**src/rtl/mips_params.svh**
```systemverilog
// widths, register count and instruction encodings for the core and its testbench
`ifndef MIPS_PARAMS_SVH
`define MIPS_PARAMS_SVH

// datapath and address width
`define MIPS_XLEN 32
// register file size and index width
`define MIPS_NREG 32
`define MIPS_RIDX 5
// data memory word index, taken from result bits 8 to 2
`define MIPS_DADDR_W 7

// opcodes of the supported subset
`define OP_RTYPE 6'h00
`define OP_LW    6'h23
`define OP_SW    6'h2b
`define OP_ADDI  6'h08
`define OP_BEQ   6'h04
`define OP_BNE   6'h05

// R-type function codes
// execute only looks at the low nibble
`define FN_ADD 6'h20
`define FN_SUB 6'h22
`define FN_AND 6'h24
`define FN_OR  6'h25
`define FN_XOR 6'h26
`define FN_NOR 6'h27
`define FN_SLT 6'h2a

`endif

```
**src/rtl/mips_pkg.sv**
```systemverilog
// shared types for the pipeline stages, imported by every RTL module
`include "mips_params.svh"

package mips_pkg;

	// one data or address word
	typedef logic [`MIPS_XLEN-1:0] word_t;
	// register file index
	typedef logic [`MIPS_RIDX-1:0] reg_idx_t;

	// register-register layout
	typedef struct packed {
		logic [5:0] opcode;
		reg_idx_t   rs;
		reg_idx_t   rt;
		reg_idx_t   rd;
		logic [4:0] shamt;
		logic [5:0] funct;
	} r_fmt_t;

	// immediate layout, also used for loads, stores and branches
	typedef struct packed {
		logic [5:0]  opcode;
		reg_idx_t    rs;
		reg_idx_t    rt;
		logic [15:0] imm;
	} i_fmt_t;

	// same instruction word seen through either layout
	typedef union packed {
		r_fmt_t r;
		i_fmt_t i;
	} instr_t;

	// ALU operation select
	typedef enum logic [3:0] {
		alu_and = 4'd0,
		alu_or  = 4'd1,
		alu_add = 4'd2,
		alu_sub = 4'd6,
		alu_slt = 4'd7,
		alu_nor = 4'd12,
		alu_xor = 4'd13
	} alu_ctl_t;

	// coarse ALU class from decode, refined in execute
	typedef enum logic [1:0] {
		mem_add = 2'd0,
		br_sub  = 2'd1,
		funct   = 2'd2,
		imm_add = 2'd3
	} alu_op_t;

	// operand source in execute
	typedef enum logic [1:0] {
		fwd_none = 2'd0,
		fwd_mem  = 2'd1,
		fwd_wb   = 2'd2
	} fwd_sel_t;

endpackage

```
**src/rtl/decode_stage.sv**
```systemverilog
// control decode, register file, load-use detection and the ID/EX register
`include "mips_params.svh"

module decode_stage import mips_pkg::*; (
	input  logic     clk,
	input  logic     rst,
	input  logic     flush,
	input  word_t    if_pc4,
	input  instr_t   if_instr,
	input  logic     wb_we,
	input  reg_idx_t wb_reg,
	input  word_t    wb_data,
	output logic     stall,
	output word_t    id_pc4,
	output word_t    id_rs_val,
	output word_t    id_rt_val,
	output word_t    id_imm,
	output reg_idx_t id_rs,
	output reg_idx_t id_rt,
	output reg_idx_t id_rd,
	output logic     id_regdst,
	output logic     id_alusrc,
	output logic     id_memread,
	output logic     id_memwrite,
	output logic     id_memtoreg,
	output logic     id_regwrite,
	output logic     id_beq,
	output logic     id_bne,
	output alu_op_t  id_aluop
);

	word_t    regs [`MIPS_NREG];
	reg_idx_t rs;
	reg_idx_t rt;
	word_t    imm_sx;
	word_t    rs_val;
	word_t    rt_val;

	// decoded control levels
	logic    regdst;
	logic    alusrc;
	logic    memread;
	logic    memwrite;
	logic    memtoreg;
	logic    regwrite;
	logic    beq;
	logic    bne;
	alu_op_t aluop;

	// operand fields through the I view, rd through the R view
	assign rs = if_instr.i.rs;
	assign rt = if_instr.i.rt;
	assign imm_sx = {{(`MIPS_XLEN-16){if_instr.i.imm[15]}}, if_instr.i.imm};

	// r0 reads zero, a write in the same cycle is passed straight through
	function automatic word_t read_reg(input reg_idx_t idx);
		word_t val;
		if (idx == '0)
			val = '0;
		else if (wb_we && wb_reg == idx)
			val = wb_data;
		else
			val = regs[idx];
		return val;
	endfunction

	assign rs_val = read_reg(rs);
	assign rt_val = read_reg(rt);

	// writes to r0 are dropped
	always_ff @(posedge clk) begin
		if (wb_we && wb_reg != '0)
			regs[wb_reg] <= wb_data;
	end

	// main control, unknown opcodes fall through as a no-op
	always_comb begin
		regdst   = 1'b0;
		alusrc   = 1'b0;
		memread  = 1'b0;
		memwrite = 1'b0;
		memtoreg = 1'b0;
		regwrite = 1'b0;
		beq      = 1'b0;
		bne      = 1'b0;
		aluop    = mem_add;
		case (if_instr.i.opcode)
			`OP_RTYPE: begin
				regdst   = 1'b1;
				regwrite = 1'b1;
				aluop    = funct;
			end
			`OP_LW: begin
				alusrc   = 1'b1;
				memread  = 1'b1;
				memtoreg = 1'b1;
				regwrite = 1'b1;
			end
			`OP_SW: begin
				alusrc   = 1'b1;
				memwrite = 1'b1;
			end
			`OP_ADDI: begin
				alusrc   = 1'b1;
				regwrite = 1'b1;
				aluop    = imm_add;
			end
			`OP_BEQ: begin
				beq   = 1'b1;
				aluop = br_sub;
			end
			`OP_BNE: begin
				bne   = 1'b1;
				aluop = br_sub;
			end
			default: ;
		endcase
	end

	// load in execute whose target feeds the instruction here
	assign stall = id_memread && (id_rt == rs || id_rt == rt);

	// ID/EX control, a bubble on stall or a taken branch
	always_ff @(posedge clk) begin
		if (rst || flush || stall) begin
			id_regdst   <= 1'b0;
			id_alusrc   <= 1'b0;
			id_memread  <= 1'b0;
			id_memwrite <= 1'b0;
			id_memtoreg <= 1'b0;
			id_regwrite <= 1'b0;
			id_beq      <= 1'b0;
			id_bne      <= 1'b0;
			id_aluop    <= mem_add;
		end else begin
			id_regdst   <= regdst;
			id_alusrc   <= alusrc;
			id_memread  <= memread;
			id_memwrite <= memwrite;
			id_memtoreg <= memtoreg;
			id_regwrite <= regwrite;
			id_beq      <= beq;
			id_bne      <= bne;
			id_aluop    <= aluop;
		end
	end

	// ID/EX payload
	always_ff @(posedge clk) begin
		id_pc4    <= if_pc4;
		id_rs_val <= rs_val;
		id_rt_val <= rt_val;
		id_imm    <= imm_sx;
		id_rs     <= rs;
		id_rt     <= rt;
		id_rd     <= if_instr.r.rd;
	end

endmodule

```
**src/rtl/execute_stage.sv**
```systemverilog
// operand forwarding, ALU and branch target, ending in the EX/MEM register
module execute_stage import mips_pkg::*; (
	input  logic     clk,
	input  logic     rst,
	input  logic     flush,
	input  word_t    id_pc4,
	input  word_t    id_rs_val,
	input  word_t    id_rt_val,
	input  word_t    id_imm,
	input  reg_idx_t id_rs,
	input  reg_idx_t id_rt,
	input  reg_idx_t id_rd,
	input  logic     id_regdst,
	input  logic     id_alusrc,
	input  logic     id_memread,
	input  logic     id_memwrite,
	input  logic     id_memtoreg,
	input  logic     id_regwrite,
	input  logic     id_beq,
	input  logic     id_bne,
	input  alu_op_t  id_aluop,
	input  logic     wb_we,
	input  reg_idx_t wb_reg,
	input  word_t    wb_data,
	output word_t    ex_result,
	output word_t    ex_store,
	output word_t    ex_target,
	output reg_idx_t ex_reg,
	output logic     ex_zero,
	output logic     ex_regwrite,
	output logic     ex_memread,
	output logic     ex_memwrite,
	output logic     ex_memtoreg,
	output logic     ex_beq,
	output logic     ex_bne
);

	fwd_sel_t fwd_a;
	fwd_sel_t fwd_b;
	word_t    op_a;
	word_t    op_b;
	word_t    alu_b;
	word_t    alu_out;
	alu_ctl_t alu_ctl;

	// newest producer first, r0 never forwarded
	function automatic fwd_sel_t pick_src(input reg_idx_t idx);
		fwd_sel_t sel;
		if (idx == '0)
			sel = fwd_none;
		else if (ex_regwrite && ex_reg == idx)
			sel = fwd_mem;
		else if (wb_we && wb_reg == idx)
			sel = fwd_wb;
		else
			sel = fwd_none;
		return sel;
	endfunction

	function automatic word_t fwd_mux(input fwd_sel_t sel, input word_t reg_val);
		word_t val;
		case (sel)
			fwd_mem: val = ex_result;
			fwd_wb:  val = wb_data;
			default: val = reg_val;
		endcase
		return val;
	endfunction

	assign fwd_a = pick_src(id_rs);
	assign fwd_b = pick_src(id_rt);
	assign op_a = fwd_mux(fwd_a, id_rs_val);
	assign op_b = fwd_mux(fwd_b, id_rt_val);
	assign alu_b = id_alusrc ? id_imm : op_b;

	// function field sits in the low bits of the immediate
	always_comb begin
		case (id_aluop)
			br_sub: alu_ctl = alu_sub;
			funct: begin
				case (id_imm[3:0])
					4'd0:    alu_ctl = alu_add;
					4'd2:    alu_ctl = alu_sub;
					4'd5:    alu_ctl = alu_or;
					4'd6:    alu_ctl = alu_xor;
					4'd7:    alu_ctl = alu_nor;
					4'd10:   alu_ctl = alu_slt;
					default: alu_ctl = alu_and;
				endcase
			end
			default: alu_ctl = alu_add;
		endcase
	end

	always_comb begin
		case (alu_ctl)
			alu_add: alu_out = op_a + alu_b;
			alu_sub: alu_out = op_a - alu_b;
			alu_or:  alu_out = op_a | alu_b;
			alu_xor: alu_out = op_a ^ alu_b;
			alu_nor: alu_out = ~(op_a | alu_b);
			// signed compare, no overflow path needed
			alu_slt: alu_out = word_t'($signed(op_a) < $signed(alu_b));
			default: alu_out = op_a & alu_b;
		endcase
	end

	// EX/MEM control, squashed behind a taken branch
	always_ff @(posedge clk) begin
		if (rst || flush) begin
			ex_regwrite <= 1'b0;
			ex_memread  <= 1'b0;
			ex_memwrite <= 1'b0;
			ex_memtoreg <= 1'b0;
			ex_beq      <= 1'b0;
			ex_bne      <= 1'b0;
		end else begin
			ex_regwrite <= id_regwrite;
			ex_memread  <= id_memread;
			ex_memwrite <= id_memwrite;
			ex_memtoreg <= id_memtoreg;
			ex_beq      <= id_beq;
			ex_bne      <= id_bne;
		end
	end

	// EX/MEM payload
	always_ff @(posedge clk) begin
		ex_result <= alu_out;
		ex_store  <= op_b;
		ex_zero   <= (alu_out == '0);
		ex_reg    <= id_regdst ? id_rd : id_rt;
		// word offset scaled to bytes
		ex_target <= id_pc4 + {id_imm[$bits(word_t)-3:0], 2'b00};
	end

endmodule

```
**src/rtl/fetch_stage.sv**
```systemverilog
// program counter and IF/ID register, fed by an external instruction port
module fetch_stage import mips_pkg::*; (
	input  logic   clk,
	input  logic   rst,
	input  logic   stall,
	input  logic   redirect,
	input  word_t  redirect_pc,
	input  logic   flush,
	input  word_t  imem_data,
	output word_t  imem_addr,
	output word_t  if_pc4,
	output instr_t if_instr
);

	word_t pc;
	word_t pc4;

	// fetch address is the PC itself
	assign imem_addr = pc;
	assign pc4 = pc + 32'd4;

	// taken branch wins over a load-use hold
	always_ff @(posedge clk) begin
		if (rst)
			pc <= '0;
		else if (redirect)
			pc <= redirect_pc;
		else if (!stall)
			pc <= pc4;
	end

	// IF/ID, all-zero word decodes as a no-op
	always_ff @(posedge clk) begin
		if (rst || flush) begin
			if_pc4   <= '0;
			if_instr <= '0;
		end else if (!stall) begin
			if_pc4   <= pc4;
			if_instr <= imem_data;
		end
	end

endmodule

```
**src/rtl/mem_wb_stage.sv**
```systemverilog
// data port drive, branch decision, MEM/WB register and writeback select
`include "mips_params.svh"

module mem_wb_stage import mips_pkg::*; (
	input  logic                     clk,
	input  logic                     rst,
	input  word_t                    ex_result,
	input  word_t                    ex_store,
	input  word_t                    ex_target,
	input  reg_idx_t                 ex_reg,
	input  logic                     ex_zero,
	input  logic                     ex_regwrite,
	input  logic                     ex_memread,
	input  logic                     ex_memwrite,
	input  logic                     ex_memtoreg,
	input  logic                     ex_beq,
	input  logic                     ex_bne,
	input  word_t                    dmem_rdata,
	output logic [`MIPS_DADDR_W-1:0] dmem_addr,
	output word_t                    dmem_wdata,
	output logic                     dmem_we,
	output logic                     redirect,
	output word_t                    redirect_pc,
	output logic                     flush,
	output logic                     wb_we,
	output reg_idx_t                 wb_reg,
	output word_t                    wb_data
);

	logic  wb_memtoreg;
	word_t wb_load;
	word_t wb_result;

	// byte address to word index
	assign dmem_addr = ex_result[`MIPS_DADDR_W+1:2];
	assign dmem_wdata = ex_store;
	assign dmem_we = ex_memwrite;

	// branch resolves here, three younger slots get squashed
	assign redirect = (ex_beq && ex_zero) || (ex_bne && !ex_zero);
	assign redirect_pc = ex_target;
	assign flush = redirect;

	always_ff @(posedge clk) begin
		if (rst) begin
			wb_we       <= 1'b0;
			wb_memtoreg <= 1'b0;
		end else begin
			wb_we       <= ex_regwrite;
			wb_memtoreg <= ex_memtoreg;
		end
	end

	// load data only captured when a read is in flight
	always_ff @(posedge clk) begin
		wb_reg    <= ex_reg;
		wb_result <= ex_result;
		if (ex_memread)
			wb_load <= dmem_rdata;
	end

	assign wb_data = wb_memtoreg ? wb_load : wb_result;

endmodule

```
**src/rtl/mips_core.sv**
```systemverilog
// five-stage core top, instruction and data memories sit outside on plain ports
`include "mips_params.svh"

module mips_core import mips_pkg::*; (
	input  logic                     clk,
	input  logic                     rst,
	output word_t                    imem_addr,
	input  word_t                    imem_data,
	output logic [`MIPS_DADDR_W-1:0] dmem_addr,
	output word_t                    dmem_wdata,
	output logic                     dmem_we,
	input  word_t                    dmem_rdata
);

	// hazard and redirect levels
	logic     stall;
	logic     redirect;
	logic     flush;
	word_t    redirect_pc;
	// IF/ID
	word_t    if_pc4;
	instr_t   if_instr;
	// ID/EX
	word_t    id_pc4, id_rs_val, id_rt_val, id_imm;
	reg_idx_t id_rs, id_rt, id_rd;
	logic     id_regdst, id_alusrc, id_memread, id_memwrite;
	logic     id_memtoreg, id_regwrite, id_beq, id_bne;
	alu_op_t  id_aluop;
	// EX/MEM
	word_t    ex_result, ex_store, ex_target;
	reg_idx_t ex_reg;
	logic     ex_zero, ex_regwrite, ex_memread, ex_memwrite;
	logic     ex_memtoreg, ex_beq, ex_bne;
	// writeback
	logic     wb_we;
	reg_idx_t wb_reg;
	word_t    wb_data;

	fetch_stage u_fetch (.*);

	decode_stage u_decode (.*);

	execute_stage u_execute (.*);

	mem_wb_stage u_mem_wb (.*);

endmodule

```
**config.mk**
```make
export PLATFORM = sky130hd
export DESIGN_NAME = mips_core
export DESIGN_NICKNAME = d
export VERILOG_FILES = /design/src/rtl/mips_pkg.sv /design/src/rtl/decode_stage.sv /design/src/rtl/execute_stage.sv /design/src/rtl/fetch_stage.sv /design/src/rtl/mem_wb_stage.sv /design/src/rtl/mips_core.sv
export VERILOG_INCLUDE_DIRS = /design/src /design/src/rtl
export SDC_FILE = /design/constraint.sdc
export NUM_CORES = 2
export LEC_CHECK = 0
export ABC_AREA = 1
export BUFFER_PORTS_ARGS = -buffer_cell sky130_fd_sc_hd__buf_2
export CAP_MARGIN = 20
export CORE_MARGIN = 10
export CORE_UTILIZATION = 43
export DETAILED_ROUTE_END_ITERATION = 8
export SLEW_MARGIN = 10
export SYNTH_ARGS = -nofsm -noshare
export SYNTH_HDL_FRONTEND = slang
export SYNTH_SLANG_ARGS = --single-unit
```
**constraint.sdc**
```tcl
create_clock -name clk -period 11.58 [get_ports clk]
set_input_delay 1.158 -clock clk [delete_from_list [all_inputs] [get_ports clk]]
set_output_delay 1.158 -clock clk [all_outputs]
set_load 0.05 [all_outputs]
```
==> Word-level counts from Yosys, hierarchy flattened <==
Memory sizes are Yosys's and may differ from the RTL's. A register that Yosys moved wholly into a read port is not among the register bits.
Index checks and enable logic that the tools add are counted.
{ "classes": {"n_bitwise": 4, "reduce_logical": 24, "mux": 26, "addsub": 4, "n_lt_le_gt_ge": 1, "eq_ne": 29} }
{ "op_table": {"columns": ["cell", "n"], "rows": [
  ["one-hot mux 32 bit (6 select lines)", 1],
  ["2-to-1 mux 32 bit", 4],
  ["one-hot mux 32 bit (2 select lines)", 2],
  ["adder 32 bit", 2],
  ["adder 32 x 3 -> 32 bit, second input constant", 1],
  ["bitwise AND 32 bit", 1],
  ["zero test 32 bit", 1],
  ["less-than comparator 32 bit", 1],
  ["inverter 32 bit", 1],
  ["bitwise OR 32 bit", 1],
  ["subtractor 32 bit", 1],
  ["bitwise XOR 32 bit", 1],
  ["== test 5 bit", 6],
  ["one-hot mux 4 bit (6 select lines)", 1],
  ["== test 4 x 3 -> 1 bit, second input constant", 5],
  ["zero test 5 bit", 4],
  ["== test 4 bit, second input constant", 3],
  ["== test 6 x 3 -> 1 bit, second input constant", 2],
  ["== test 6 bit, second input constant", 2],
  ["2-to-1 mux 2 bit", 6],
  ["2-to-1 mux 1 bit", 9],
  ["== test 4 x 2 -> 1 bit, second input constant", 2],
  ["logical AND 1 bit", 8],
  ["one-hot mux 4 bit (2 select lines)", 1],
  ["other kinds (14)", 22]
]} }
{ "word_totals": {"ff_bits": 346, "elab_cells": 120, "output_inout_bits": 72, "n_memories": 1, "ram_bits": 1024, "inputBits": 66} }
{ "memory_table": {"columns": ["name", "depth", "word_bits", "read_ports", "rd_ports_with_merged_regs", "wr", "line", "source"], "rows": [
  ["u_decode.regs", 32, 32, 2, 2, 1, "decode_stage.sv:32", "word_t regs [`MIPS_NREG];"]
]} }

==> Logic depth before layout (Yosys ltp) <==
{ "logic_depth": {"word_depth": 12, "mapped_depth": 37, "ltp_nobuf": 33} }

==> Cells and area by module <==
Synthesis repeated with hierarchy kept, for this count alone.
{ "unflattened": {"cells_unflattened": 9910, "hier_area_um2": 77875.9} }
{ "modules_own_cells": {"columns": ["module", "cells_per_inst", "n_inst", "area_per_inst_um2"], "rows": [
  ["decode_stage", 6761, 1, 57569.0],
  ["execute_stage", 2234, 1, 12995.0],
  ["fetch_stage", 659, 1, 4500.6],
  ["mem_wb_stage", 256, 1, 2811.4]
]} }

==> Worst setup path before layout <==
No wires, ideal clock.
{ "synth_path": {"kind": "flip-flop to flip-flop", "startpoint": "register u_mem_wb.wb_reg[2]", "endpoint": "register u_execute.ex_zero", "slack_ns": 7.257, "n_path_buf": 3, "arrival_time_ns": 4.259, "synth_period_minus_slack_ns": 4.323, "setup_time_ns": 0.064, "stages_incl_launch_ff": 32, "required_ns": 11.516, "cell_sequence": "dfxtp_1 > clkbuf_1 > inv_1 > a221oi_1 > nand4_1 > inv_1 > ha_1 > inv_1 > clkbuf_1 > clkbuf_1 > nor2_1 > a21oi_1 > nand2_1 > nand2_1 > ha_1 > inv_1 > fa_1 > nand2_1 > nand2_1 > nand2_1 > inv_1 > nand2_1 > nand3_1 > nand2_1 > nand3_1 > nand3_1 > nand4_1 > nor2_1 > nand2_1 > nor2_1 > nand2_1 > nor2_1"} }
{ "synth_between": {"word_cells_on_any_way": 26} }
{ "synth_rtl": {"columns": ["item", "line", "source"], "rows": [
  ["start: declaration", "mem_wb_stage.sv:26", "output reg_idx_t wb_reg,"],
  ["start signal: assignment", "mem_wb_stage.sv:56", "wb_reg <= ex_reg;"],
  ["== test 5 bit (*)", "execute_stage.sv:53", "else if (wb_we && wb_reg == idx)"],
  ["logical AND 1 bit (*)", "execute_stage.sv:53", null],
  ["2-to-1 mux 2 bit (*)", "execute_stage.sv:53", null],
  ["2-to-1 mux 2 bit (*)", "execute_stage.sv:51", "else if (ex_regwrite && ex_reg == idx)"],
  ["2-to-1 mux 2 bit (*)", "execute_stage.sv:49", "if (idx == '0)"],
  ["== test 2 bit or == test 2 x 1 -> 1 bit (tied branches)", "execute_stage.sv:62", "case (sel)"],
  ["one-hot mux 32 bit (2 select lines) (*)", "execute_stage.sv:62", null],
  ["named net u_execute.op_b[0]", "execute_stage.sv:41", "word_t op_b;"],
  ["2-to-1 mux 32 bit (*)", "execute_stage.sv:74", "assign alu_b = id_alusrc ? id_imm : op_b;"],
  ["subtractor 32 bit or adder 32 bit (tied branches)", "execute_stage.sv:98, execute_stage.sv:97", null],
  ["one-hot mux 32 bit (6 select lines) (*)", "execute_stage.sv:96", "case (alu_ctl)"],
  ["named net u_execute.alu_out[20]", "execute_stage.sv:43", "word_t alu_out;"],
  ["zero test 32 bit (*)", "execute_stage.sv:131", "ex_zero <= (alu_out == '0);"],
  ["end signal: assignment", "execute_stage.sv:131", null],
  ["end: declaration", "execute_stage.sv:29", "output logic ex_zero,"]
]} }
The timed path passes the listed nets; every way through them passes the cells marked *.
A chain may end at the register's enable or synchronous reset.

==> Worst setup path in the final report <==
{ "layout_path": {"startpoint": "register u_decode.id_rt[4]", "endpoint": "register u_execute.ex_zero"} }
{ "layout_between": {"word_cells_on_any_way": 21} }
{ "layout_rtl": {"columns": ["item", "line", "source"], "rows": [
  ["start: declaration", "decode_stage.sv:19", "output reg_idx_t id_rt,"],
  ["start signal: assignment", "decode_stage.sv:155", "id_rt <= rt;"],
  ["== test 5 bit", "execute_stage.sv:53", null],
  ["logical AND 1 bit", "execute_stage.sv:53", null],
  ["2-to-1 mux 2 bit", "execute_stage.sv:53", null],
  ["2-to-1 mux 2 bit", "execute_stage.sv:51", null],
  ["2-to-1 mux 2 bit (*)", "execute_stage.sv:49", null],
  ["== test 2 bit or == test 2 x 1 -> 1 bit (tied branches)", "execute_stage.sv:62", null],
  ["one-hot mux 32 bit (2 select lines) (*)", "execute_stage.sv:62", null],
  ["named net u_execute.op_b[21]", "execute_stage.sv:41", null],
  ["2-to-1 mux 32 bit (*)", "execute_stage.sv:74", null],
  ["subtractor 32 bit or adder 32 bit (tied branches)", "execute_stage.sv:98, execute_stage.sv:97", null],
  ["one-hot mux 32 bit (6 select lines) (*)", "execute_stage.sv:96", null],
  ["named net u_execute.alu_out[29]", "execute_stage.sv:43", null],
  ["zero test 32 bit (*)", "execute_stage.sv:131", null]
]} }
Marked as above.

==> impl_metrics.toml <==
[global_routing]
grt.overflow.total = 0
antenna_found_initial = 2
grt_usage_pct = 28.0
grt_max_degree = 174
grt_pass1_wl_mm = 390
grt_pass1_vias = 58114

[final_layout]
largest_register_ffs = 1024
largest_register = "u_decode.regs"
syn_to_final_growth_pct = 11.1
stdcell_area_sq_um = 80200
utilization_pct = 48.0
final_nets = 8304
drive_above_1_share_pct = 7.69

[clock_network]
cts_root_buf = "clkbuf_16"
path_clk_slew_ps = 70
clkLatencyLatePin_ps = 810
cts.sinks = 1429
cts_tree = "built"
hold_buffers = 0
h-tree-depth = 4
cts_resized = 0
cts_setup_buffers = 0
cts_buffer_depth = 3
cts_inserted_buffers = 155

[detailed_routing]
detail-route-antenna-nets = 0
num_vias = 62287
wirelength_mm = 270
vias_per_cell = 5.97
drt-wirelength-per-cell_um = 25.8
drt-initial-drc-count = 8258
drt_pass1_iterations = 9
drc = 0

[timing]
worst_pin_slew_ps = 1330
finalMaxSlewViolations = 0
setup_ws_ps = 5250
relSlewSlack_pct = 10.5
finalHoldViolations = 0
final-setup-viol-count = 0
whs_ps = 328
max_freq_ghz = 0.158
timing.final.crit_share_pct = 54.7
finClkSkew_ps = 37.1
period_needed_ps = 6330
fin_setup_tns_ps = 0
rsz0062_at_grt = "false"

[yosys]
netlist.top_cell.by_area = "edfxtp_1"
synth.distinct_cells = 59
avgSynthCellArea_sq_um = 8.84
yosys_most_used_dff = "edfxtp_1"
synth_area_leaders = "edfxtp_1 44%, dfxtp_1 10%, o21ai_0 7.7%"
synth_seq_area_share_pct = 54.2
syn-cell-area_sq_um = 72300
ys_warn_count = 0
synth-edff-count = 1056
syn_inst = 8173
async_flop_share_pct = 0
synth_top_area_share_pct = 43.9
synth_seq_cells = 1429

[place]
place_congestion = 0.943
io_buffers = 137
pre_cts_ws_ps = 5340
placed_area_sq_um = 75100
dp_hpwl_mm = 164

[critical_path]
cp-end-kind = "register"
critPathKind = "reg -> reg"
critPathLaunchType = "register"
critPathMaxFanout = 40
cp_slowest_stage_delay_ps = 780
critPathRequiredTime_ps = 12330
slowest_stage = "inv_1"
path_buf_inv = 7
crit_arrival_ps = 7080
crit_family = "simple AND/OR/NAND/NOR gates"

[floorplan]
dieWidth_um = 430
dieArea_sq_um = 185000
coreArea_sq_um = 167000
rows = 150
start_util_pct = 43.3
io_pins = 138
die_h_um = 430

[job]
drv_cap = 0

[run_status]
status = "finished clean"

[worst_hold_path]
hp-class = "reg -> reg"

[power]
peakVddDrop_v = 0.000163
power_density_nw_per_um2 = 182
p_leak_nw = 30.5
layer usage:
metal | track usage [%] | vias to the layer above | wire length (um)
met1 | 38.3 | 29978 | 111000
met5 | 0 | - | 0
met2 | 43.4 | 3450 | 120000
met4 | 12.7 | 0 | 13200
met3 | 4.66 | 614 | 25600
li1 | - | 28245 | -
layout by cell type (no fill, tap or decap), types with 43 or more instances in the layout:
cell type and n:
edfxtp_1 1056, nor2_1 551, xor2_1 48, o211ai_1 321
nand4_1 86, nand3_1 522, inv_1 868, ha_1 135
o22ai_1 162, o21a_1 43, a22oi_1 52, a21oi_1 560
clkbuf_16 162, buf_2 137, nand2_1 1379, buf_4 135
o21ai_0 1111, dfxtp_1 360
stage by stage:
step	power, mW	std cells
2_1_floorplan	8.36	8204
3_3_place_gp	9.58	10136
3_5_place_dp	9.61	10139
4_1_cts	14.5	10418
5_1_grt	15.1	10427
6_report	14.6	10428
cells by family after synthesis:
| kind of cell | count (synthesis) | synth area share (%) |
|---|---|---|
| xor+xnor | 64 | 0.776 |
| compound gates | 2380 | 18.7 |
| simple gates | 2689 | 15.7 |
| flops | 1429 | 54.2 |
| fa+ha+maj | 138 | 2.42 |
| buf+inv | 1439 | 7.76 |
| other cells | 1 | 0.00519 |
| mux | 33 | 0.457 |
worst paths after layout:
path                                         start                     end  slack, ps  cells after the start
worst max-delay path             u_decode.id_rt[4]       u_execute.ex_zero       5250                     28
worst min register to register  u_decode.id_pc4[1]  u_execute.ex_target[1]        330                      0
worst min-delay path            u_decode.id_pc4[1]  u_execute.ex_target[1]        330                      0
worst max register to register   u_decode.id_rt[4]       u_execute.ex_zero       5250                     28
Yosys cell counts, drive strengths merged (5+ instances only):
master  count
a211oi     18
xnor2      16
mux2i      33
nand3     532
nand3b      6
edfxtp   1056
a221oi     20
a221o       5
a22oi      52
nand4      92
nor4        5
or2        17
and2        9
and3        5
xor2       48
o21bai      9
buf       180
a31oi      18
o22ai     162
o21ai    1133
nor3       41
nor2      595
o211ai    321
inv       884
a32o        7
clkinv      5
dfxtp     373
o32ai      14
a21oi     560
o41ai       8
o21a       43
clkbuf    370
ha        135
nand2    1386
power by group:
group,total (mW),switching [mW],internal (mW)
logic,3.18,2.39,0.784
registers,6.48,0.197,6.28
clock network,4.93,2.12,2.81
layout make-up:
class | count | area [sq um]
antenna | 2 | 5.00
multi-input combinational | 5336 | 27900
clock buffer | 205 | 4330
tap | 2204 | 2760
sequential | 1429 | 39200
fill | 15654 | 86800
timing repair buffer | 289 | 2080
clock inverter | 74 | 633
inverter | 889 | 3350
Note: power is estimated with default switching activity, not from simulation.
